<file path="src/verilog/mem_subsys_pkg.sv">
`default_nettype none

package mem_subsys_pkg;

  // ********************
  // memory and window geometry.
  // ********************
  localparam int mem_words = 1024;
  localparam int word_idx_w = $clog2(mem_words);
  localparam logic [19:0] mmio_page = 20'haaaaa;

  // register offsets inside the peripheral window.
  localparam logic [11:0] disp_offset = 12'h008;
  localparam logic [11:0] uart_base = 12'h400;
  localparam logic [11:0] uart_bytes = 12'h008;
  localparam logic [11:0] spi_data_offset = 12'h500;
  localparam logic [11:0] spi_stat_offset = 12'h501;
  localparam logic [11:0] cfg_base = 12'h600;
  localparam logic [11:0] cfg_last = 12'h61c;
  localparam logic [11:0] cnt_value_offset = 12'h700;
  localparam logic [11:0] cnt_clear_offset = 12'h704;

  // store width, word is also the accelerator write width.
  typedef enum logic [2:0] {
    st_byte = 3'b001,
    st_half = 3'b010,
    st_word = 3'b100
  } store_ctrl_e;

  // one address, read as a window offset or as a ram word index.
  typedef union packed {
    struct packed {
      logic [19:0] page;
      logic [11:0] offset;
    } mmio_view;
    struct packed {
      logic [1:0]            region;
      logic [27-word_idx_w:0] unused;
      logic [word_idx_w-1:0] word_idx;
      logic [1:0]            byte_off;
    } mem_view;
  } bus_addr_u;

  typedef struct packed {
    bus_addr_u   addr;
    logic [31:0] wdata;
    logic        rea;
    logic        wea;
    logic [3:0]  be;
    store_ctrl_e store_ctrl;
  } cpu_req_s;

  typedef struct packed {
    logic [31:0] addr;
    logic [31:0] wdata;
    logic        rd;
    logic        wr;
  } aux_req_s;

  typedef struct packed {
    logic [word_idx_w-1:0] word_idx;
    logic [31:0]           wdata;
    logic [3:0]            wen;
    logic                  en;
  } ram_req_s;

  typedef struct packed {
    logic [7:0] uart_dout;
    logic [7:0] spi_dout;
    logic       spi_full;
    logic       spi_empty;
    logic       spi_avail;
  } periph_stat_s;

  // one-hot source of the read data returned next cycle.
  typedef struct packed {
    logic ram;
    logic uart;
    logic spi_data;
    logic spi_stat;
    logic cnt_value;
    logic cnt_ovflw;
  } read_src_s;

endpackage : mem_subsys_pkg

`default_nettype wire

</file>
<file path="src/verilog/read_return_mux.sv">
`default_nettype none

module read_return_mux
  import mem_subsys_pkg::*;
(
  input  logic         clk,
  input  logic         rst,
  input  read_src_s    read_src,
  input  logic [31:0]  ram_rdata,
  input  periph_stat_s periph,
  input  logic [31:0]  count,
  input  logic         ovflw,
  input  logic         aux_sel,
  output logic [31:0]  cpu_rdata,
  output logic [31:0]  aux_rdata
);

  read_src_s   src_q;
  logic [31:0] capt_d;
  logic [31:0] capt_q;
  logic        periph_q;

  // ********************
  // capture at the read strobe.
  // ********************
  always_comb begin
    capt_d = capt_q;
    if (read_src.uart) begin
      capt_d = {24'h0, periph.uart_dout};
    end else if (read_src.spi_data) begin
      capt_d = {24'h0, periph.spi_dout};
    end else if (read_src.spi_stat) begin
      capt_d = {29'h0, periph.spi_full, periph.spi_empty, periph.spi_avail};
    end else if (read_src.cnt_value) begin
      capt_d = count;
    end else if (read_src.cnt_ovflw) begin
      capt_d = {31'h0, ovflw};
    end
  end

  always_ff @(posedge clk) begin
    if (rst) begin
      src_q <= '0;
    end else if (aux_sel) begin
      // accelerator cycle, nothing comes back to the cpu.
      src_q <= '0;
    end else begin
      src_q <= read_src;
    end
  end

  always_ff @(posedge clk) begin
    capt_q <= capt_d;
  end

  // ********************
  // return path.
  // ********************
  assign periph_q = src_q.uart | src_q.spi_data | src_q.spi_stat |
                    src_q.cnt_value | src_q.cnt_ovflw;

  always_comb begin
    if (src_q.ram) begin
      cpu_rdata = ram_rdata;
    end else if (periph_q) begin
      cpu_rdata = capt_q;
    end else begin
      cpu_rdata = '0;
    end
  end

  assign aux_rdata = ram_rdata;

endmodule : read_return_mux

`default_nettype wire

</file>
<file path="config.mk">
export PLATFORM = sky130hd
export DESIGN_NAME = read_return_mux
export DESIGN_NICKNAME = d
export VERILOG_FILES = /design/src/verilog/mem_subsys_pkg.sv /design/src/verilog/read_return_mux.sv
export SDC_FILE = /design/constraint.sdc
export NUM_CORES = 1
export LEC_CHECK = 0
export BUFFER_PORTS_ARGS = -buffer_cell sky130_fd_sc_hd__buf_2
export CAP_MARGIN = 20
export CORE_ASPECT_RATIO = 0.5
export CORE_MARGIN = 2
export CORE_UTILIZATION = 43
export CTS_BUF_LIST = sky130_fd_sc_hd__clkbuf_2
export DETAILED_ROUTE_END_ITERATION = 10
export GPL_TIMING_DRIVEN = 0
export HOLD_SLACK_MARGIN = 0.08
export PLACE_DENSITY = 0.87
export SLEW_MARGIN = 5
export SYNTH_ARGS = -nofsm -noshare
export SYNTH_HDL_FRONTEND = slang
export SYNTH_SLANG_ARGS = --single-unit
</file>
<file path="constraint.sdc">
create_clock -name clk -period 4.1 [get_ports clk]
set_clock_uncertainty 0.15 [all_clocks]
set_input_delay 0.615 -clock clk [delete_from_list [all_inputs] [get_ports clk]]
set_output_delay 0.615 -clock clk [all_outputs]
set_load 0.01 [all_outputs]
</file>
==> flow_summary.yaml <==
outcome:
  status: "finished clean"
critical_path:
  worstReg2RegStart: "capt_q[28]$_SDFFE_PP0P_"
  r2r_cells: 1
  crit_fanout: 10
  cp.required_ns: 3.34
  r2r_slack_ns: 3.28
  cp-start-kind: "flop"
  reg2reg_to: "capt_q[28]$_SDFFE_PP0P_"
  end_kind: "primary output"
  worstPathArrival_ns: 1.93
  worstSetupPathType: "flop to primary output"
grt:
  grt_pass1_wl_um: 8670
  gr-total-overflow: 0
  antenna_found_initial: 0
  grt_pass1_vias: 1916
  track_usage: 0.211
  grt_max_degree: 12
sta:
  setup_ws_ns: 1.41
  setup_viol: 0
  hold_ws_ns: 0.250
  hold_viol_final: 0
  fmax_mhz: 371
  finalCriticalPeriod_ns: 2.69
  tightest_slew_ns: 0.610
  finalSetupTns_ns: 0
  final.period_utilization: 0.657
  maxSlewHeadroom: 0.592
  maxSlewViolCount: 0
  rsz0062_at_grt: "no"
route:
  post_drt_via_cell_ratio: 5.02
  firstDrtPassIters: 4
  finalWirelength_um: 5680
  drtIter0Drc: 71
  routedWlPerCell_um: 14.0
  ant_nets: 0
  post-route-drc-count: 0
  num_vias: 2043
power:
  p_switching_mw: 0.212
  power.internal_mw: 0.541
  switching_share: 0.282
  fin_total_pwr_mw: 0.754
  clkPwrFrac: 0.208
  pwr-share-seq: 0.535
  vdd_drop_max_uv: 114
  power_density_mw_per_mm2: 266
  p_leak_nw: 1.52
  pwr-share-comb: 0.257
worst_hold_path:
  hold_path_class: "input port to flop"
  hold_path_depth: 2
  min_to: "src_q[1]$_SDFF_PP0_"
  hold_start: "rst"
clock_tree:
  clk_path_buf_depth: 2
  clk_latency_ns: 0.37
  clkTransAtPathRegs_ns: 0.17
  numCtsBuffers: 5
  ctsResizeCount: 0
  post_cts_buffers: 0
  cts_hold_buf: 0
  cts_sinks: 38
  cts_htree_levels: 2
  cts-root-buf: "clkbuf_2"
  cts_tree: "done"
synthesis:
  syn_avg_cell_area_um2: 10.4
  yosysUniqueCellTypes: 26
  synth-seq-cells: 38
  synth_nets: 280
  yosys_warnings: 0
  postSynthCellCount: 187
  synth.yosys.seq_area_share: 0.432
  syn_area_mm2: 0.00195
cells_and_area:
  layout_common_cells: "buf_2, a22o_1, buf_4"
  n_antenna_cell: 0
  layout_commonest_cell: "buf_2"
  nets: 442
  instances_no_fill: 407
  area_delta_synth_final_pct: 45.5
  drive_gt1_frac: 0.594
  fillCellCount: 370
floorplanning:
  start_util: 0.444
  die_area_mm2: 0.00511
  io_pins: 157
  die_x_um: 99.2
  fp.dieH_um: 51.6
  core_area_mm2: 0.00438
  rows: 17
placed_design:
  gp_congestion: 0.778
  dp_slack_ns: 1.80
  post-dp-hpwl_um: 4560
  dp.cells: 399
  portBuffers: 155
run:
  cap_violations: 0
==> kinds of logic after synthesis <==
family                 synth area share
buffers and inverters             0.178
AND/OR/NAND/NOR                  0.0656
multiplexers                    0.00514
AO/OA/AOI/OAI                     0.319
flip-flops                        0.432
==> layout make-up <==
type	instances	area, um2	share of cell area
Sequential cell	38	841	0.297
Inverter	8	30.0	0.0106
Clock inverter	2	8.76	0.00309
Timing Repair Buffer	155	776	0.274
Tap cell	57	71.3	0.0252
Clock buffer	6	30.0	0.0106
Multi-Input combinational cell	95	759	0.268
Buffer	46	317	0.112
==> per-layer routing <==
layer  GRT usage  up-vias  share of wire
met2       0.412       73           0.55
met4      0.0297        0         0.0055
li1            -     1002              -
met5           0        -              0
met3      0.0497        4          0.056
met1       0.244      964           0.39
==> flip-flops by register name (all words and copies together), names as in the netlist <==
| name | count |
|---|---|
| capt_q | 32 |
| src_q | 6 |
==> power groups by stage <==
| stage | Combinational, mW | Clock (mW) | Sequential (mW) |
|---|---|---|---|
| 5_1_grt | 0.212 | 0.176 | 0.405 |
| 3_3_place_gp | 0.188 | 0 | 0.411 |
| 3_5_place_dp | 0.194 | 0 | 0.411 |
| 2_1_floorplan | 0.0989 | 0 | 0.409 |
| 4_1_cts | 0.195 | 0.163 | 0.403 |
| 6_report | 0.194 | 0.157 | 0.403 |
==> cell usage after synthesis (all sizes together) <==
cell      n  area share
a22o     56        0.26
buf      37        0.15
dfxtp    30        0.31
clkbuf    9       0.017
edfxtp    8        0.12
inv       8       0.015
a21oi     7       0.018
a221oi    7       0.031
and2      5       0.017
nor3      4       0.016
nand2     3      0.0058
nor2      3      0.0071
nor2b     2      0.0064
o31ai     2      0.0077
a2bb2oi   1      0.0045
and2b     1      0.0039
mux2i     1      0.0051
nor3b     1      0.0039
o21ai     1      0.0026
or3       1      0.0058
==> worst max path at each step <==
stage	start	to	slack, ns	cells after the start
final	src_q[5]$_SDFF_PP0_	cpu_rdata[9]	1.41	5
after global routing	src_q[5]$_SDFF_PP0_	cpu_rdata[12]	1.14	5
after CTS	src_q[5]$_SDFF_PP0_	cpu_rdata[9]	1.37	5
after detailed placement	src_q[5]$_SDFF_PP0_	cpu_rdata[9]	1.80	5
after global placement	src_q[5]$_SDFF_PP0_	cpu_rdata[11]	1.78	5
after floorplan	read_src[4]	capt_q[0]$_DFFE_PP_	2.05	5
==> worst max-delay path, cell delays in order, from the launching register on <==
cell and delay, ns:
dfxtp_1 0.33, clkbuf_1 0.15, a21oi_1 0.34, clkbuf_1 0.41
a22o_1 0.21, buf_2 0.13
==> per-stage QoR <==
stage | cell area (um2) | utilization
6_report | 2830 | 0.646
5_1_grt | 2830 | 0.646
4_1_cts | 2830 | 0.646
3_5_place_dp | 2790 | 0.638
3_3_place_gp | 2790 | 0.638
2_1_floorplan | 1950 | -
(Power assumes the default switching activity.)
