`src/verilog/cycle_counter.sv`:
```
`default_nettype none

module cycle_counter (
  input  logic        clk,
  input  logic        rst,
  input  logic        clear,
  output logic [31:0] count,
  output logic        ovflw
);

  logic wrap;

  // all ones now, zero after this edge.
  assign wrap = &count;

  always_ff @(posedge clk) begin
    if (rst) begin
      count <= '0;
      ovflw <= 1'b0;
    end else if (clear) begin
      count <= '0;
      ovflw <= 1'b0;
    end else begin
      count <= count + 32'd1;
      if (wrap) begin
        ovflw <= 1'b1;
      end
    end
  end

endmodule : cycle_counter

`default_nettype wire

```
`config.mk`:
```
export PLATFORM = sky130hd
export DESIGN_NAME = cycle_counter
export DESIGN_NICKNAME = d
export VERILOG_FILES = /design/src/verilog/cycle_counter.sv
export SDC_FILE = /design/constraint.sdc
export NUM_CORES = 1
export LEC_CHECK = 0
export ABC_AREA = 1
export BUFFER_PORTS_ARGS = -buffer_cell sky130_fd_sc_hd__clkbuf_2
export CAP_MARGIN = 20
export CORE_UTILIZATION = 58
export DETAILED_ROUTE_END_ITERATION = 10
export PLACE_DENSITY = 0.84
export SLEW_MARGIN = 10
export SYNTH_ARGS = -nofsm -noshare
export SYNTH_HDL_FRONTEND = slang
export SYNTH_SLANG_ARGS = --single-unit
```
`constraint.sdc`:
```
create_clock -name clk -period 3.7 [get_ports clk]
set_input_delay 0.74 -clock clk [delete_from_list [all_inputs] [get_ports clk]]
set_output_delay 0.74 -clock clk [all_outputs]
set_load 0.01 [all_outputs]
```
==> flow_summary.yaml, run 1 <==
floorplanning:
  fp.coreArea_um2: 2760
  start_util_pct: 61.7
  die_height_um: 56.2
  rows: 19
  fp.dieW_um: 56.2
  pin_count: 36
  die_area_um2: 3150
cells_and_area:
  layout_commonest_cell: "nand2_1"
  mostFrequentLayoutCells: "nand2_1, nor2_1, clkbuf_2"
  final_nets: 302
  syn2layout_area_growth_pct: 15.7
  num_antenna_cells: 0
  n_fill_cell: 251
  layout.cells.non_filler: 329
  stdcell_area_um2: 1970
  fin_util_pct: 71.4
  layout-drive-gt1-share_pct: 21.1
placed_design:
  port_buffers: 35
  dp_slack_ns: 1.81
  gp_congestion: 0.882
  dpl.hpwl_mm: 2.93
  dp_cells: 322
  place_area_um2: 1910
global_routing:
  grt_pass1_vias: 1586
  track_usage_pct: 27.6
  grt_pass1_wl_mm: 6.72
  grt_start_max_net_pins: 25
  overflow: 0
  antenna_found_initial: 0
timing:
  fin_ws_ns: 1.96
  slew_viol_final: 0
  clock_skew_ns: 0.0146
  slew_headroom_pct: 82.1
  setup_viol: 0
  fin_crit_ns: 1.74
  finalCritPeriodShare_pct: 47.2
  worst_pin_slew_ns: 0.267
  setup_tns_ns: 0
  max_freq_ghz: 0.573
  rsz0062_at_grt: "no"
  hold_violations: 0
  whs_ns: 0.501
synth:
  synth_cells: 257
  ys_seq_area_share_pct: 38.8
  synth_cell_types: 23
  synth_nets: 261
  avgSynthCellArea_um2: 6.62
  yosysWarningCount: 0
  ys_ff_latch: 33
  synth_top_area_share_pct: 38.8
  synth.top_cells.by_area: "dfxtp_1, nand2_1, nor2_1, a21oi_1, nor2_4"
  synth_area_um2: 1700
  synth_area_leader_cell: "dfxtp_1"
cts:
  cts_made_buffers: 5
  clock-sinks: 33
  post_cts_buffers: 0
  h-tree-depth: 2
  cts_resized: 0
  clk_path_buf_depth: 2
  clkTransAtPathRegs_ns: 0.11
  cts_tree: "built"
  cts_hold_buf: 0
  root_buffer: "clkbuf_4"
  insertion_delay_ns: 0.35
worst_setup_path:
  crit_family: "flip-flops"
  slowest_delay_ns: 0.47
  cp-end-kind: "primary output"
  path_cells: "clkbuf_2"
  slowest_stage: "dfxtp_1"
  path_buf_inv: 1
  cp_max_fo: 6
  worstSetupPathType: "flop to primary output"
  cp.required_ns: 2.96
  r2r_slack_ns: 2.22
  worst_setup_path_start_kind: "flop"
  crit_arrival_ns: 1.00
routing:
  drt-initial-drc-count: 93
  finalWirelength_mm: 3.95
  num_vias: 1746
  ant_nets: 0
  drtPass1Iterations: 4
  wire_per_inst_um: 12.0
  via_per_inst: 5.31
  route.detailed.drc: 0
run:
  cap_violations: 0
power_and_ir_drop:
  p_leak_nw: 0.761
  powerDensity_nw_per_um2: 298
  ir_worst_vdd_mv: 0.271
  power_mw: 0.588
status:
  outcome: "completed"
hold_path:
  hold_class: "flop to flop"
## logic make-up (layout without fill, tap and decap cells)
group	Yosys count	count (layout)	share of synthesized area, %
and+or+nand+nor	168	168	44.9
adders and majority gates	1	1	0.735
buffers and inverters	23	64	5.15
DFF	33	33	38.8
AOI/OAI and AO/OA	29	29	8.82
xor gates and xnor gates	3	3	1.54
## synthesized netlist by cell type, drive strengths merged
library cell	count
inv	20
and2	2
xor2	3
and3	2
o21a	2
nor2	73
or2	1
nor3	2
buf	2
clkinv	1
nand2	73
dfxtp	33
ha	1
a21oi	21
nand3	15
o21ai	6
## state kept, by name, indices dropped and copies added, names as in the netlist
signal and cells:
ovflw 1, count 32
## layer usage
layer	share of wire (%)	global-route usage, %	up-vias
met5	0	0	-
met4	1.8	11.5	0
met3	5.5	8.84	10
met2	47	43.9	44
met1	45	34.4	805
li1	-	-	887
## final cells by class
| type | count | area, um2 | area share [%] |
|---|---|---|---|
| Multi-Input combinational cell | 201 | 953 | 48.4 |
| Sequential cell | 33 | 661 | 33.5 |
| Timing Repair Buffer | 36 | 183 | 9.28 |
| Inverter | 21 | 78.8 | 4.00 |
| Clock buffer | 7 | 55.1 | 2.80 |
| Tap cell | 31 | 38.8 | 1.97 |
## power by group
| group | total (mW) | internal (mW) | switching [mW] |
|---|---|---|---|
| Combinational | 0.0170 | 0.00604 | 0.0110 |
| Sequential | 0.357 | 0.356 | 0.00108 |
| Clock | 0.214 | 0.0896 | 0.124 |
| Total | 0.588 | 0.452 | 0.136 |
## final timing paths
check / start / endpoint / cells after the start
worst min register to register: count[0] / count[0] / 1
worst max-delay path: count[27] / count[27] / 1
worst max register to register: count[0] / count[10] / 7
worst min-delay path: count[0] / count[0] / 1
Note: power is estimated with default switching activity, not from simulation.
==> run 2, diff against run 1 <==
--- a/config.mk
+++ b/config.mk
@@ -8,9 +8,9 @@
 export ABC_AREA = 1
 export BUFFER_PORTS_ARGS = -buffer_cell sky130_fd_sc_hd__clkbuf_2
 export CAP_MARGIN = 20
-export CORE_UTILIZATION = 58
+export CORE_UTILIZATION = 53
 export DETAILED_ROUTE_END_ITERATION = 10
-export PLACE_DENSITY = 0.84
+export PLACE_DENSITY = 0.78
 export SLEW_MARGIN = 10
 export SYNTH_ARGS = -nofsm -noshare
 export SYNTH_HDL_FRONTEND = slang
==> constraint.sdc (replaced) <==
create_clock -name clk -period 1.8 [get_ports clk]
set_input_delay 0.36 -clock clk [delete_from_list [all_inputs] [get_ports clk]]
set_output_delay 0.36 -clock clk [all_outputs]
set_load 0.01 [all_outputs]
==> run 2 against run 1 <==
Against the previous run: final cell count increased by 4.0%; highest routed layer unchanged; clock power increased by 98%; count of clock-buffer cells in the layout unchanged.
==> flow_summary.yaml, run 2 (synthesis gave the netlist of run 1 again) <==
cells_and_area:
  final_nets: 302
  layout_commonest_cell: "nand2_1"
  syn2layout_area_growth_pct: 16.7
  fin_util_pct: 65.0
  largest-register: "count"
  mostFrequentLayoutCells: "nand2_1, nor2_1, clkbuf_2"
  reg_top3: "count (32), ovflw (1)"
  num_antenna_cells: 0
  layout-drive-gt1-share_pct: 21.1
  largest_register_ffs: 32
worst_setup_path:
  cp-end-kind: "flop"
  r2r_slack_ns: 0.36
  slowest_delay_ns: 0.39
  slowest_stage: "dfxtp_1"
  crit_arrival_ns: 1.68
  cp.required_ns: 2.03
  worst_setup_path_start_kind: "flop"
  cp_max_fo: 7
  path_cells: "ha_1 > nand2_1 > nor2_4 > nand2_4 > nor2_4 > nand3_1 > nand2_1 > nor2_1"
  worstSetupPathType: "flop to flop"
cts:
  h-tree-depth: 2
  insertion_delay_ns: 0.33
  post_cts_buffers: 0
  clock-sinks: 33
  cts_tree: "built"
  cts_made_buffers: 5
  clk_path_buf_depth: 2
  root_buffer: "clkbuf_4"
  clkTransAtPathRegs_ns: 0.10
  cts_resized: 0
  cts_hold_buf: 0
floorplanning:
  pin_count: 36
  start_util_pct: 55.7
  rows: 20
  fp.coreArea_um2: 3050
  die_height_um: 58.7
  die_area_um2: 3440
  fp.dieW_um: 58.7
routing:
  num_vias: 1688
  drtPass1Iterations: 4
  wire_per_inst_um: 10.8
  finalWirelength_mm: 3.71
  route.detailed.drc: 0
  ant_nets: 0
  via_per_inst: 4.94
  drt-initial-drc-count: 92
power_and_ir_drop:
  ir_worst_vdd_mv: 0.373
  p_leak_nw: 0.761
  powerDensity_nw_per_um2: 601
timing:
  setup_tns_ns: 0
  hold_violations: 0
  fin_crit_ns: 1.44
  finalCritPeriodShare_pct: 80.2
  clock_skew_ns: 0.00706
  slew_headroom_pct: 79.8
  rsz0062_at_grt: "no"
  worst_pin_slew_ns: 0.302
  fin_ws_ns: 0.357
  max_freq_ghz: 0.693
  slew_viol_final: 0
  setup_viol: 0
placed_design:
  gp_congestion: 0.889
  dpl.hpwl_mm: 2.87
  dp_slack_ns: 0.368
  port_buffers: 35
status:
  outcome: "completed"
run:
  cap_violations: 0
global_routing:
  track_usage_pct: 24.0
  antenna_found_initial: 0
  grt_pass1_vias: 1358
  grt_pass1_wl_mm: 6.24
  overflow: 0
  grt_start_max_net_pins: 24
hold_path:
  hold_class: "primary input to flop"
run 2: cell counts in the layout (fill, tap and decap cells not counted):
No cell type changed its count.
run 2: power by group:
part	internal (mW)	total [mW]	leakage, nW	switching (mW)
Sequential	0.732	0.734	0.266	0.00200
Combinational	0.0125	0.0353	0.463	0.0228
Clock	0.184	0.424	0.0314	0.240
run 2: final timing paths:
kind | endpoint | from | cells after the start
worst max-delay path | count[24] | count[0] | 8
worst min-delay path | count[1] | rst | 4
worst max register to register | count[24] | count[0] | 8
worst min register to register | count[0] | count[0] | 1
run 2: cell type report:
| cell class | count | area (um2) |
|---|---|---|
| sequential | 33 | 661 |
| multi-input combinational | 201 | 953 |
| clock buffer | 7 | 55.1 |
| inverter | 21 | 78.8 |
| fill | 307 | 1070 |
| tap | 44 | 55.1 |
| timing repair buffer | 36 | 183 |
run 2: per-stage QoR:
stage / hold slack, ns / power (mW) / std cells / cell area (um2)
floorplan: 0.469 / 0.775 / 257 / 1700
global placement: 0.445 / 0.785 / 335 / 1930
detailed placement: 0.454 / 0.786 / 335 / 1930
CTS: 0.425 / 1.20 / 342 / 1990
global route: 0.464 / 1.23 / 342 / 1990
finish: 0.431 / 1.19 / 342 / 1990
run 2: worst max-delay path: cells and delay by family (launching register included):
kind / cells / cell delay, ns
adders and majority gates: 1 / 0.19
DFF: 1 / 0.39
and+or+nand+nor: 7 / 0.76
run 2: layer usage:
layer	vias to the layer above	wire [um]	share of wire, %	global-route usage [%]
met1	734	1940	52	35.5
met2	57	1520	41	34.2
met4	0	51	1.4	8.16
met5	-	0	0	0
met3	7	198	5.3	5.71
li1	890	-	-	-
==> run 3, diff against run 2 <==
==> constraint.sdc (replaced) <==
create_clock -name clk -period 1.4 [get_ports clk]
set_input_delay 0.28 -clock clk [delete_from_list [all_inputs] [get_ports clk]]
set_output_delay 0.28 -clock clk [all_outputs]
set_load 0.01 [all_outputs]
==> run 3 against run 2 <==
Against the previous run: global-route usage rose by 0.83 points; die area unchanged; combinational power grew 44%; worst setup slack worse by 0.27 ns; sequential power increased by 28%; wire length is 6.0% higher; highest routed layer unchanged; fmax up 10%; first-iteration DRC count increased by 27%; non-clock buffer count increased by 8; via count grew 2.0%; register-to-register slack worse by 0.27 ns; largest power group unchanged; critical endpoint is now count[12]; critical path depth decreased by 1.
==> flow_summary.yaml, run 3 (synthesis gave the netlist of run 1 again) <==
cts:
  clk_path_buf_depth: 2
  root_buffer: "clkbuf_4"
  h-tree-depth: 2
  clock-sinks: 33
  insertion_delay_ns: 0.34
  clkTransAtPathRegs_ns: 0.09
  cts_made_buffers: 5
  cts_tree: "built"
  cts_hold_buf: 0
hold_path:
  hold_class: "primary input to flop"
floorplanning:
  die_area_um2: 3440
  fp.coreArea_um2: 3050
  pin_count: 36
  die_height_um: 58.7
  fp.dieW_um: 58.7
  start_util_pct: 55.7
  rows: 20
routing:
  drt-initial-drc-count: 117
  via_per_inst: 4.90
  drt-met1-wl_mm: 1.96
  wire_per_inst_um: 11.2
  wl_met2_mm: 1.74
  finalWirelength_mm: 3.93
  num_vias: 1721
  drtPass1Iterations: 4
  dr_wl_met3_um: 185
  route.detailed.drc: 0
  top_layer: "met4"
  ant_nets: 0
worst_setup_path:
  slowest_delay_ns: 0.37
  crit_arrival_ns: 1.54
  path_cells: "ha_4 > nand2_4 > nor2_4 > nand2_4 > nor2_2 > a21oi_1 > and2_1"
  cp.required_ns: 1.64
  cp-end-kind: "flop"
  cp_max_fo: 4
  slowest_stage: "dfxtp_4"
  worstSetupPathType: "flop to flop"
  worst_setup_path_start_kind: "flop"
  cp_common_cell: "nand2_4"
  r2r_slack_ns: 0.09
timing:
  max_freq_ghz: 0.764
  rsz0062_at_grt: "no"
  hold_violations: 0
  worst_pin_slew_ns: 0.326
  whs_ns: 0.346
  finalCritPeriodShare_pct: 93.5
  setup_viol: 0
  slew_headroom_pct: 78.1
  setup_tns_ns: 0
  slew_viol_final: 0
  fin_crit_ns: 1.31
  clock_skew_ns: 0.00691
cells_and_area:
  layout-drive-gt1-share_pct: 27.7
  layout_commonest_cell: "nand2_1"
  reg_top3: "count (32), ovflw (1)"
  largest_register_ffs: 32
  layout.cells.non_filler: 351
  fin_util_pct: 68.3
  largest-register: "count"
  mostFrequentLayoutCells: "nand2_1, nor2_1, clkbuf_2"
  syn2layout_area_growth_pct: 22.6
  num_antenna_cells: 0
  final_nets: 310
global_routing:
  track_usage_pct: 24.9
  overflow: 0
  grt_pass1_wl_mm: 6.35
  grt_pass1_vias: 1387
  grt_start_max_net_pins: 24
  antenna_found_initial: 0
power_and_ir_drop:
  clkPwrFrac_pct: 34.3
  powerDensity_nw_per_um2: 725
  power.switching_mw: 0.353
  ir_worst_vdd_mv: 0.609
  p_leak_nw: 0.820
  internal-power_mw: 1.16
  p_seq_share_pct: 62.3
  combPwrFrac_pct: 3.3
  power_mw: 1.51
  swShare_pct: 23.4
placed_design:
  port_buffers: 35
  gp_congestion: 0.864
  dp_cells: 340
  dpl.hpwl_mm: 2.95
run:
  cap_violations: 0
status:
  outcome: "completed"
==> run 3: changes by cell type in the layout (fill, tap and decap cells not counted), moves of 2 or more <==
cell and change:
nand2_1 -2, buf_4 +8, dfxtp_2 +10, clkbuf_1 +2, dfxtp_1 -11
==> run 3: cell type report <==
class                   count  area (um2)
fillers                   288         967
repair buffers             44         243
flip-flops and latches     33         677
multi-input cells         201         983
clock buffers               8        48.8
well taps                  44        55.1
inverters                  21        78.8
==> run 3: path summary, 6_finish.rpt <==
path	start	endpoint	cells after the start
setup / recovery	count[1]	count[12]	7
hold / removal	rst	count[1]	4
setup reg to reg	count[1]	count[12]	7
hold reg to reg	count[8]	count[8]	2
==> run 3: stage by stage <==
stage | area (um2) | setup slack (ns)
3_5_place_dp | 1970 | 0.0431
5_1_grt | 2090 | 0.00233
4_1_cts | 2020 | 0.0263
3_3_place_gp | 1970 | 0.0984
6_report | 2090 | 0.0912
2_1_floorplan | 1700 | 0.0564
==> run 3: routing by layer <==
metal	vias to the layer above	global-route usage [%]
li1	903	-
met4	0	6.46
met3	7	6.59
met2	46	37.1
met1	765	35.7
met5	-	0
==> run 3: critical path, delay by kind of cell (launching register included) <==
kind	cells	cell delay [ns]
fa+ha+maj	1	0.14
compound gates	1	0.08
flops	1	0.37
simple gates	5	0.62
==> run 3: power groups by stage <==
| stage | logic (mW) | registers, mW | clock network [mW] |
|---|---|---|---|
| after CTS | 0.0495 | 0.943 | 0.530 |
| after global placement | 0.0490 | 0.964 | 0 |
| after floorplan | 0.0306 | 0.966 | 0 |
| final | 0.0507 | 0.943 | 0.519 |
| after detailed placement | 0.0492 | 0.964 | 0 |
| after global routing | 0.0587 | 0.943 | 0.587 |
==> run 3: what timing repair did <==
| item | in CTS | in global routing |
|---|---|---|
| hold endpoints to repair | 0 | 0 |
| setup buffers | 0 | 3 |
| endpoints found under the setup margin | 0 | 18 |
| resized for setup | 0 | 19 |
