<file path="src/verilog/mem_subsys_pkg.sv">
`default_nettype none

package mem_subsys_pkg;

  // ********************
  // memory and window geometry.
  // ********************
  localparam int mem_words = 1024;
  localparam int word_idx_w = $clog2(mem_words);
  localparam logic [19:0] mmio_page = 20'haaaaa;

  // register offsets inside the peripheral window.
  localparam logic [11:0] disp_offset = 12'h008;
  localparam logic [11:0] uart_base = 12'h400;
  localparam logic [11:0] uart_bytes = 12'h008;
  localparam logic [11:0] spi_data_offset = 12'h500;
  localparam logic [11:0] spi_stat_offset = 12'h501;
  localparam logic [11:0] cfg_base = 12'h600;
  localparam logic [11:0] cfg_last = 12'h61c;
  localparam logic [11:0] cnt_value_offset = 12'h700;
  localparam logic [11:0] cnt_clear_offset = 12'h704;

  // store width, word is also the accelerator write width.
  typedef enum logic [2:0] {
    st_byte = 3'b001,
    st_half = 3'b010,
    st_word = 3'b100
  } store_ctrl_e;

  // one address, read as a window offset or as a ram word index.
  typedef union packed {
    struct packed {
      logic [19:0] page;
      logic [11:0] offset;
    } mmio_view;
    struct packed {
      logic [1:0]            region;
      logic [27-word_idx_w:0] unused;
      logic [word_idx_w-1:0] word_idx;
      logic [1:0]            byte_off;
    } mem_view;
  } bus_addr_u;

  typedef struct packed {
    bus_addr_u   addr;
    logic [31:0] wdata;
    logic        rea;
    logic        wea;
    logic [3:0]  be;
    store_ctrl_e store_ctrl;
  } cpu_req_s;

  typedef struct packed {
    logic [31:0] addr;
    logic [31:0] wdata;
    logic        rd;
    logic        wr;
  } aux_req_s;

  typedef struct packed {
    logic [word_idx_w-1:0] word_idx;
    logic [31:0]           wdata;
    logic [3:0]            wen;
    logic                  en;
  } ram_req_s;

  typedef struct packed {
    logic [7:0] uart_dout;
    logic [7:0] spi_dout;
    logic       spi_full;
    logic       spi_empty;
    logic       spi_avail;
  } periph_stat_s;

  // one-hot source of the read data returned next cycle.
  typedef struct packed {
    logic ram;
    logic uart;
    logic spi_data;
    logic spi_stat;
    logic cnt_value;
    logic cnt_ovflw;
  } read_src_s;

endpackage : mem_subsys_pkg

`default_nettype wire

</file>
<file path="src/verilog/request_router.sv">
`default_nettype none

module request_router
  import mem_subsys_pkg::*;
(
  input  cpu_req_s    cpu_req,
  input  aux_req_s    aux_req,
  output logic        aux_rdy,
  output ram_req_s    ram_req,
  output read_src_s   read_src,
  output logic        cnt_clear,
  output logic        tx_wen,
  output logic        rx_ren,
  output logic [7:0]  uart_din,
  output logic [2:0]  uart_addr,
  output logic        spi_wr,
  output logic        spi_rd,
  output logic [7:0]  spi_din,
  output logic        spi_ignore,
  output logic        disp_wea,
  output logic [31:0] disp_dat,
  output logic        cfg_wr,
  output logic [2:0]  cfg_addr,
  output logic [31:0] cfg_din
);

  logic        cpu_act;
  logic        mmio_hit;
  logic        writable;
  logic [11:0] offset;
  logic        uart_hit;
  logic        spi_hit;
  logic        cfg_hit;
  logic        disp_hit;
  logic        cnt_hit;

  // lane mask of a store, placed at its byte offset.
  function automatic logic [3:0] lane_mask(store_ctrl_e ctrl, logic [1:0] off);
    case (ctrl)
      st_byte: lane_mask = 4'b0001 << off;
      st_half: lane_mask = 4'b0011 << {off[1], 1'b0};
      st_word: lane_mask = 4'b1111;
      default: lane_mask = 4'b0000;
    endcase
  endfunction

  assign cpu_act  = cpu_req.rea | cpu_req.wea;
  assign aux_rdy  = ~cpu_act;
  assign offset   = cpu_req.addr.mmio_view.offset;
  assign mmio_hit = (cpu_req.addr.mmio_view.page == mmio_page);
  assign writable = (cpu_req.addr.mem_view.region == 2'b00);

  // ********************
  // window decode.
  // ********************
  assign uart_hit = mmio_hit && (offset >= uart_base) && (offset < uart_base + uart_bytes);
  assign spi_hit  = mmio_hit && ((offset == spi_data_offset) || (offset == spi_stat_offset));
  assign cfg_hit  = mmio_hit && (offset >= cfg_base) && (offset <= cfg_last);
  assign disp_hit = mmio_hit && (offset == disp_offset);
  assign cnt_hit  = mmio_hit && (offset == cnt_clear_offset);

  // cpu owns the ram whenever it strobes.
  always_comb begin
    if (cpu_act) begin
      ram_req.word_idx = cpu_req.addr.mem_view.word_idx;
      ram_req.wdata    = cpu_req.wdata;
      ram_req.wen      = (cpu_req.wea && writable) ?
                         (cpu_req.be & lane_mask(cpu_req.store_ctrl,
                                                 cpu_req.addr.mem_view.byte_off)) : 4'b0000;
      ram_req.en       = ~mmio_hit;
    end else begin
      ram_req.word_idx = aux_req.addr[word_idx_w+1:2];
      ram_req.wdata    = aux_req.wdata;
      ram_req.wen      = aux_req.wr ? lane_mask(st_word, 2'b00) : 4'b0000;
      ram_req.en       = aux_req.rd | aux_req.wr;
    end
  end

  always_comb begin
    read_src.ram       = cpu_req.rea & ~mmio_hit;
    read_src.uart      = cpu_req.rea & uart_hit;
    read_src.spi_data  = cpu_req.rea & mmio_hit & (offset == spi_data_offset);
    read_src.spi_stat  = cpu_req.rea & mmio_hit & (offset == spi_stat_offset);
    read_src.cnt_value = cpu_req.rea & mmio_hit & (offset == cnt_value_offset);
    read_src.cnt_ovflw = cpu_req.rea & cnt_hit;
  end

  // ********************
  // peripheral strobes.
  // ********************
  assign tx_wen     = cpu_req.wea & uart_hit;
  assign rx_ren     = cpu_req.rea & uart_hit;
  assign uart_din   = cpu_req.wdata[7:0];
  assign uart_addr  = offset[2:0];
  assign spi_wr     = cpu_req.wea & spi_hit;
  assign spi_rd     = cpu_req.rea & spi_hit;
  assign spi_din    = cpu_req.wdata[7:0];
  assign spi_ignore = cpu_req.wdata[8];
  assign disp_wea   = cpu_req.wea & disp_hit;
  assign disp_dat   = cpu_req.wdata;
  assign cfg_wr     = cpu_req.wea & cfg_hit;
  assign cfg_addr   = offset[4:2];
  assign cfg_din    = cpu_req.wdata;
  assign cnt_clear  = cpu_req.wea & cnt_hit;

endmodule : request_router

`default_nettype wire

</file>
<file path="config.mk">
export PLATFORM = sky130hd
export DESIGN_NAME = request_router
export DESIGN_NICKNAME = d
export VERILOG_FILES = /design/src/verilog/mem_subsys_pkg.sv /design/src/verilog/request_router.sv
export SDC_FILE = /design/constraint.sdc
export NUM_CORES = 1
export LEC_CHECK = 0
export ABC_CLOCK_PERIOD_IN_PS = 1150
export BUFFER_PORTS_ARGS = -buffer_cell sky130_fd_sc_hd__buf_2
export CORE_AREA = 2 2 112 114
export DETAILED_ROUTE_END_ITERATION = 7
export DIE_AREA = 0 0 114 116
export GPL_TIMING_DRIVEN = 0
export SLEW_MARGIN = 20
export SYNTH_ARGS = -nofsm -noshare
export SYNTH_HDL_FRONTEND = slang
export SYNTH_SLANG_ARGS = --single-unit
</file>
<file path="constraint.sdc">
create_clock -name vclk -period 1.15
set_input_delay 0.0575 -clock vclk [all_inputs]
set_output_delay 0.0575 -clock vclk [all_outputs]
set_load 0.01 [all_outputs]
</file>
==> results of run 1 <==
worst max-delay path: stages:
cell,delay [ps]
buf_6,90
and4bb_2,330
nand4_4,130
buf_6,160
nor3_4,170
buf_4,130
buf_6,90
Yosys cell counts:
cell	n
inv_1	1
and4bb_1	1
xor2_1	1
nor2b_1	3
o31ai_1	2
nor4b_1	1
a211oi_1	2
o21ai_0	2
mux2_1	3
nor3_1	11
nor4_1	2
nor4_4	1
buf_6	1
and4bb_2	6
a21boi_0	1
nor4bb_1	1
a21oi_1	3
nand3_2	1
buf_4	92
nor3b_1	4
nor3b_4	1
nand4b_1	2
nor4_2	1
nand2_1	7
nand4_1	3
mux2_2	39
nor3_2	2
o2111ai_1	1
nor2_4	1
nor2_1	2
nor3b_2	1
and4_1	1
nand4_2	2
cell families after synthesis:
family / Yosys count / share of synthesized area, %
buf+inv: 94 / 41.7
simple gates: 54 / 25.6
xor+xnor: 1 / 0.518
compound gates: 11 / 4.22
mux: 42 / 28.0
per-layer routing:
| metal | share of wire (%) | wire length, um | GRT usage (%) |
|---|---|---|---|
| met5 | 0 | 0 | 0 |
| met4 | 0.84 | 70 | 0.976 |
| met3 | 5.7 | 470 | 0.471 |
| met2 | 54 | 4510 | 19.4 |
| met1 | 39 | 3250 | 12.2 |
worst max-delay path by stage:
stage                            from           to  slack, ps  cells past startpoint
after CTS                 cpu_req[45]  read_src[4]       -110                      6
after detailed placement  cpu_req[47]  read_src[4]       -270                      6
after global placement     cpu_req[7]   ram_req[7]       -250                      5
after floorplan           cpu_req[65]  read_src[4]         30                      5
after global routing      cpu_req[63]  read_src[4]       -150                      7
final                     cpu_req[63]  read_src[4]        -80                      7
through the flow:
stage / total power [W] / setup slack, ps / std cells / setup TNS, ps / utilization [%]
floorplan: 0.000611 / 30.1 / 202 / 0 / -
global placement: 0.00118 / -255 / 614 / -10470 / 26.9
finish: 0.00149 / -79.5 / 628 / -537 / 33.0
global route: 0.00159 / -147 / 628 / -1510 / 33.0
CTS: 0.00126 / -107 / 622 / -1570 / 29.1
detailed placement: 0.00118 / -271 / 614 / -10660 / 26.9
power breakdown:
| group | leakage, nW | internal (W) | switching, W | total (W) |
|---|---|---|---|---|
| Combinational | 2.15 | 0.000898 | 0.000587 | 0.00149 |
| Sequential | 0 | 0 | 0 | 0 |
| Clock | 0 | 0 | 0 | 0 |
final cells by class:
class              instances  area (um2)  share of cell area [%]
plain buffers             92         717                    18.3
multi-input cells        108        1180                    30.0
repair buffers           280        1840                    46.9
inverters                  1        3.75                  0.0956
well taps                147         184                    4.69
timing repair:
item / CTS / global route
setup endpoints to repair: 54 / 56
gates resized for setup: 33 / 79
setup buffers: 5 / 5
hold endpoints to repair: 0 / 0
gates cloned: 3 / 2
pin swaps: 5 / 8
placed cells by master, fill, tap and decap left out, drive strengths merged, types with 3 or more instances in the layout:
cell,synthesis,routed
a21oi,3,3
and4bb,7,7
buf,93,370
nor2b,3,3
mux2,42,42
nand2,7,7
nor2,3,3
nor3,13,13
nor3b,6,6
nor4,4,4
nand4,5,5
==> results.sh, run 1 <==
export IMPL_p_leak_nw=2.15
export IMPL_worstSetupEndpointType="output pin"
export IMPL_ios=287
export IMPL_ant_nets=0
export IMPL_syn_cell_area_um2=1690
export IMPL_hpwlAfterDp_mm=6.66
export IMPL_num_antenna_cells=0
export IMPL_powerDensity_nw_per_um2=378
export IMPL_initial_core_util_pct=14.2
export IMPL_synth_seq_area_share_pct=0
export IMPL_status="finished, violations left"
export IMPL_hold_class="in2out"
export IMPL_grt_setup_unrepaired="true"
export IMPL_io_buffers=265
export IMPL_fmax_mhz=813
export IMPL_holdPathEnd="ram_req[19]"
export IMPL_grt_first_pass_wirelength_mm=10.5
export IMPL_fin_crit_sh_pct=107
export IMPL_grtUsageTotal_pct=9.86
export IMPL_n_sequential_cell=0
export IMPL_design_area_um2=3930
export IMPL_path_class="in2out"
export IMPL_postPlaceCellArea_um2=3210
export IMPL_die_y_um=116
export IMPL_yosysTopAreaCellShare_pct=40.8
export IMPL_violations="negative setup slack"
export IMPL_drt_pre_antenna_iters=4
export IMPL_seqCellArea_um2=0
export IMPL_synthToLayoutAreaGrowth_pct=132
export IMPL_slew_headroom_pct=75.9
export IMPL_grt_overflow=0
export IMPL_vias_per_cell=3.82
export IMPL_rows=40
export IMPL_arrival_ps=1170
export IMPL_crit_required_ps=1090
export IMPL_num_fill_cells=1247
export IMPL_n_clock_buffer=0
export IMPL_hp_start="aux_req[16]"
export IMPL_drt_first_iter_violations=27
export IMPL_yosys_warnings=0
export IMPL_synth_largest_area_cell="buf_4"
export IMPL_path_max_fanout=5
export IMPL_fp_coreArea_um2=11900
export IMPL_antenna_found_initial=0
export IMPL_yosysUniqueCellTypes=33
export IMPL_synth_fp_nets=341
export IMPL_wl_per_cell_um=13.2
export IMPL_grt_pass1_vias=2016
export IMPL_vdd_drop_max_uv=129
export IMPL_nNetsFinal=622
export IMPL_hold_violations=0
export IMPL_drc=0
export IMPL_setup_ws_ps=-79.5
export IMPL_maxCapViolCount=0
export IMPL_tightest_slew_ps=360
export IMPL_postRouteWirelength_mm=8.29
export IMPL_synth_area_leaders="buf_4, mux2_2, and4bb_2"
export IMPL_holdWs_ps=410
export IMPL_synth_area_per_cell_um2=8.37
export IMPL_synth_cells=202
export IMPL_dieArea_um2=13200
export IMPL_hold_depth=3
export IMPL_cts_hold_buf=0
export IMPL_period_needed_ps=1230
export IMPL_place_gp_congestion=0.759
export IMPL_grt_max_degree=11
export IMPL_setup_viol=18
export IMPL_die_x_um=114
export IMPL_maxSlewViolCount=0
export IMPL_startpoint_type="primary input"
export IMPL_drive_above_1_share_pct=91.9
export IMPL_vias=2398
Power figures use the tool's default switching activity.
==> run 2, diff against run 1 <==
--- a/config.mk
+++ b/config.mk
@@ -5,11 +5,12 @@
 export SDC_FILE = /design/constraint.sdc
 export NUM_CORES = 1
 export LEC_CHECK = 0
+export ABC_AREA = 1
 export ABC_CLOCK_PERIOD_IN_PS = 1150
 export BUFFER_PORTS_ARGS = -buffer_cell sky130_fd_sc_hd__buf_2
-export CORE_AREA = 2 2 112 114
+export CORE_AREA = 2 2 111 113
 export DETAILED_ROUTE_END_ITERATION = 7
-export DIE_AREA = 0 0 114 116
+export DIE_AREA = 0 0 113 115
 export GPL_TIMING_DRIVEN = 0
 export SLEW_MARGIN = 20
 export SYNTH_ARGS = -nofsm -noshare
==> run 2 against run 1 <==
The run ends with design-rule violations left. Worst setup slack gained 95 ps. Combinational power fell by 13%. Core utilization decreased by 3.4 points. Largest power group unchanged. Highest routed layer unchanged.
==> results.sh, run 2 <==
export IMPL_postRouteWirelength_mm=9.02
export IMPL_maxCapViolCount=0
export IMPL_maxSlewViolCount=0
export IMPL_synthTopCellsByCount="nand2_1, buf_4, nor2_1"
export IMPL_period_needed_ps=1130
export IMPL_wl_per_cell_um=11.6
export IMPL_synth_seq_area_share_pct=0
export IMPL_hold_violations=0
export IMPL_path_max_fanout=3
export IMPL_finalPower_w=0.00129
export IMPL_worstSetupEndpointType="output pin"
export IMPL_finalSetupTns_ps=0
export IMPL_crit_end="read_src[4]"
export IMPL_dieArea_um2=13000
export IMPL_grt_max_degree=12
export IMPL_drt_pre_antenna_iters=8
export IMPL_synth_area_leaders="buf_4, nand2_1, nor2_1"
export IMPL_syn_cell_area_um2=1800
export IMPL_vias_per_cell=3.84
export IMPL_layout_commonest_cell="buf_2"
export IMPL_grt_first_pass_wirelength_mm=13.2
export IMPL_cp_startpoint="cpu_req[47]"
export IMPL_powerDensity_nw_per_um2=369
export IMPL_synth_fp_nets=500
export IMPL_synth_cells=361
export IMPL_fp_coreArea_um2=11800
export IMPL_yosysUniqueCellTypes=17
export IMPL_synth_area_per_cell_um2=4.97
export IMPL_max_stage_delay_ps=160
export IMPL_cp_slowest_cell="nor3_4"
export IMPL_startpoint_type="primary input"
export IMPL_final_cell_mix="buf_2, nand2_1, buf_4"
export IMPL_grtUsageTotal_pct=12.4
export IMPL_crit_required_ps=1090
export IMPL_die_x_um=113
export IMPL_nNetsFinal=774
export IMPL_slew_headroom_pct=82.7
export IMPL_initial_core_util_pct=15.2
export IMPL_vias=2995
export IMPL_synth_most_common_cell="nand2_1"
export IMPL_seqCellArea_um2=0
export IMPL_synth_largest_area_cell="buf_4"
export IMPL_fin_cells=780
export IMPL_drt_first_iter_violations=124
export IMPL_fmax_mhz=881
export IMPL_grt_pass1_vias=2561
export IMPL_fin_crit_sh_pct=98.7
export IMPL_drc=19
export IMPL_n_sequential_cell=0
export IMPL_hpwlAfterDp_mm=7.85
export IMPL_hold_class="in2out"
export IMPL_grt_setup_unrepaired="true"
export IMPL_ant_nets=0
export IMPL_ios=287
export IMPL_status="finished, violations left"
export IMPL_arrival_ps=1080
export IMPL_die_y_um=115
export IMPL_dp_cells=773
export IMPL_p_leak_nw=2.24
export IMPL_num_antenna_cells=0
export IMPL_violations="design-rule violations"
export IMPL_io_buffers=265
export IMPL_rows=40
export IMPL_yosys_warnings=0
export IMPL_tightest_slew_ps=257
export IMPL_num_fill_cells=1372
export IMPL_vdd_drop_max_uv=102
export IMPL_place_gp_congestion=0.808
export IMPL_final_util_pct=29.6
export IMPL_setup_viol=0
export IMPL_path_class="in2out"
export IMPL_grt_overflow=0
export IMPL_yosysTopAreaCellShare_pct=38.0
export IMPL_antenna_found_initial=0
export IMPL_n_clock_buffer=0
export IMPL_worstPathCellList="buf_2 -> nor2_4 -> nand2_2 -> nor3_4 -> nand3_2 -> nor2_4 -> buf_6 -> buf_6"
export IMPL_synthToLayoutAreaGrowth_pct=94.6
export IMPL_drive_above_1_share_pct=62.4
[run 2: critical path, delay by kind of cell]
kind	cells	cell delay (ps)
buffers and inverters	3	300
and+or+nand+nor	5	700
[run 2: power by group]
part,internal [W],leakage [nW],switching (W)
combinational,0.000643,2.24,0.000645
clock,0,0,0
sequential,0,0,0
[run 2: final cells by class]
type	count	area (um2)	area share, %
Timing Repair Buffer	273	1420	40.7
Buffer	95	724	20.7
Multi-Input combinational cell	237	1050	30.2
Inverter	28	110	3.15
Tap cell	147	184	5.27
[run 2: worst min path at each step]
stage / cells after the start / slack, ps / from / end
floorplan: 2 / 200 / cpu_req[7] / cnt_clear
global placement: 4 / 390 / aux_req[3] / ram_req[6]
global route: 4 / 410 / aux_req[24] / ram_req[27]
detailed placement: 4 / 400 / aux_req[12] / ram_req[15]
finish: 4 / 400 / aux_req[12] / ram_req[15]
CTS: 4 / 400 / aux_req[12] / ram_req[15]
[run 2: kinds of logic after synthesis]
group / Yosys count / synth area share (%)
AO/OA/AOI/OAI: 9 / 2.51
buffers and inverters: 124 / 45.3
AND/OR/NAND/NOR: 228 / 52.2
[run 2: metrics by stage]
step | hold slack [ps] | worst slack (ps) | instance area, um2
floorplan | 202 | 152 | 1800
global placement | 394 | -189 | 3310
detailed placement | 396 | -182 | 3310
CTS | 397 | -19.0 | 3370
global route | 411 | -77.7 | 3490
finish | 396 | 15.0 | 3490
[run 2: per-layer routing]
layer / track usage [%] / part of all wire (%) / vias up / wire length [um]
li1: - / - / 1552 / -
met1: 15.1 / 40 / 1287 / 3570
met2: 24.0 / 51 / 152 / 4590
met3: 1.58 / 9.1 / 4 / 822
met4: 1.30 / 0.50 / 0 / 45
met5: 0 / 0 / - / 0
[run 2: timing repair]
item / CTS / global route
hold buffers: 0 / 0
buffers inserted: 4 / 4
setup endpoints to repair: 48 / 47
pin swaps: 6 / 11
resized for setup: 11 / 29
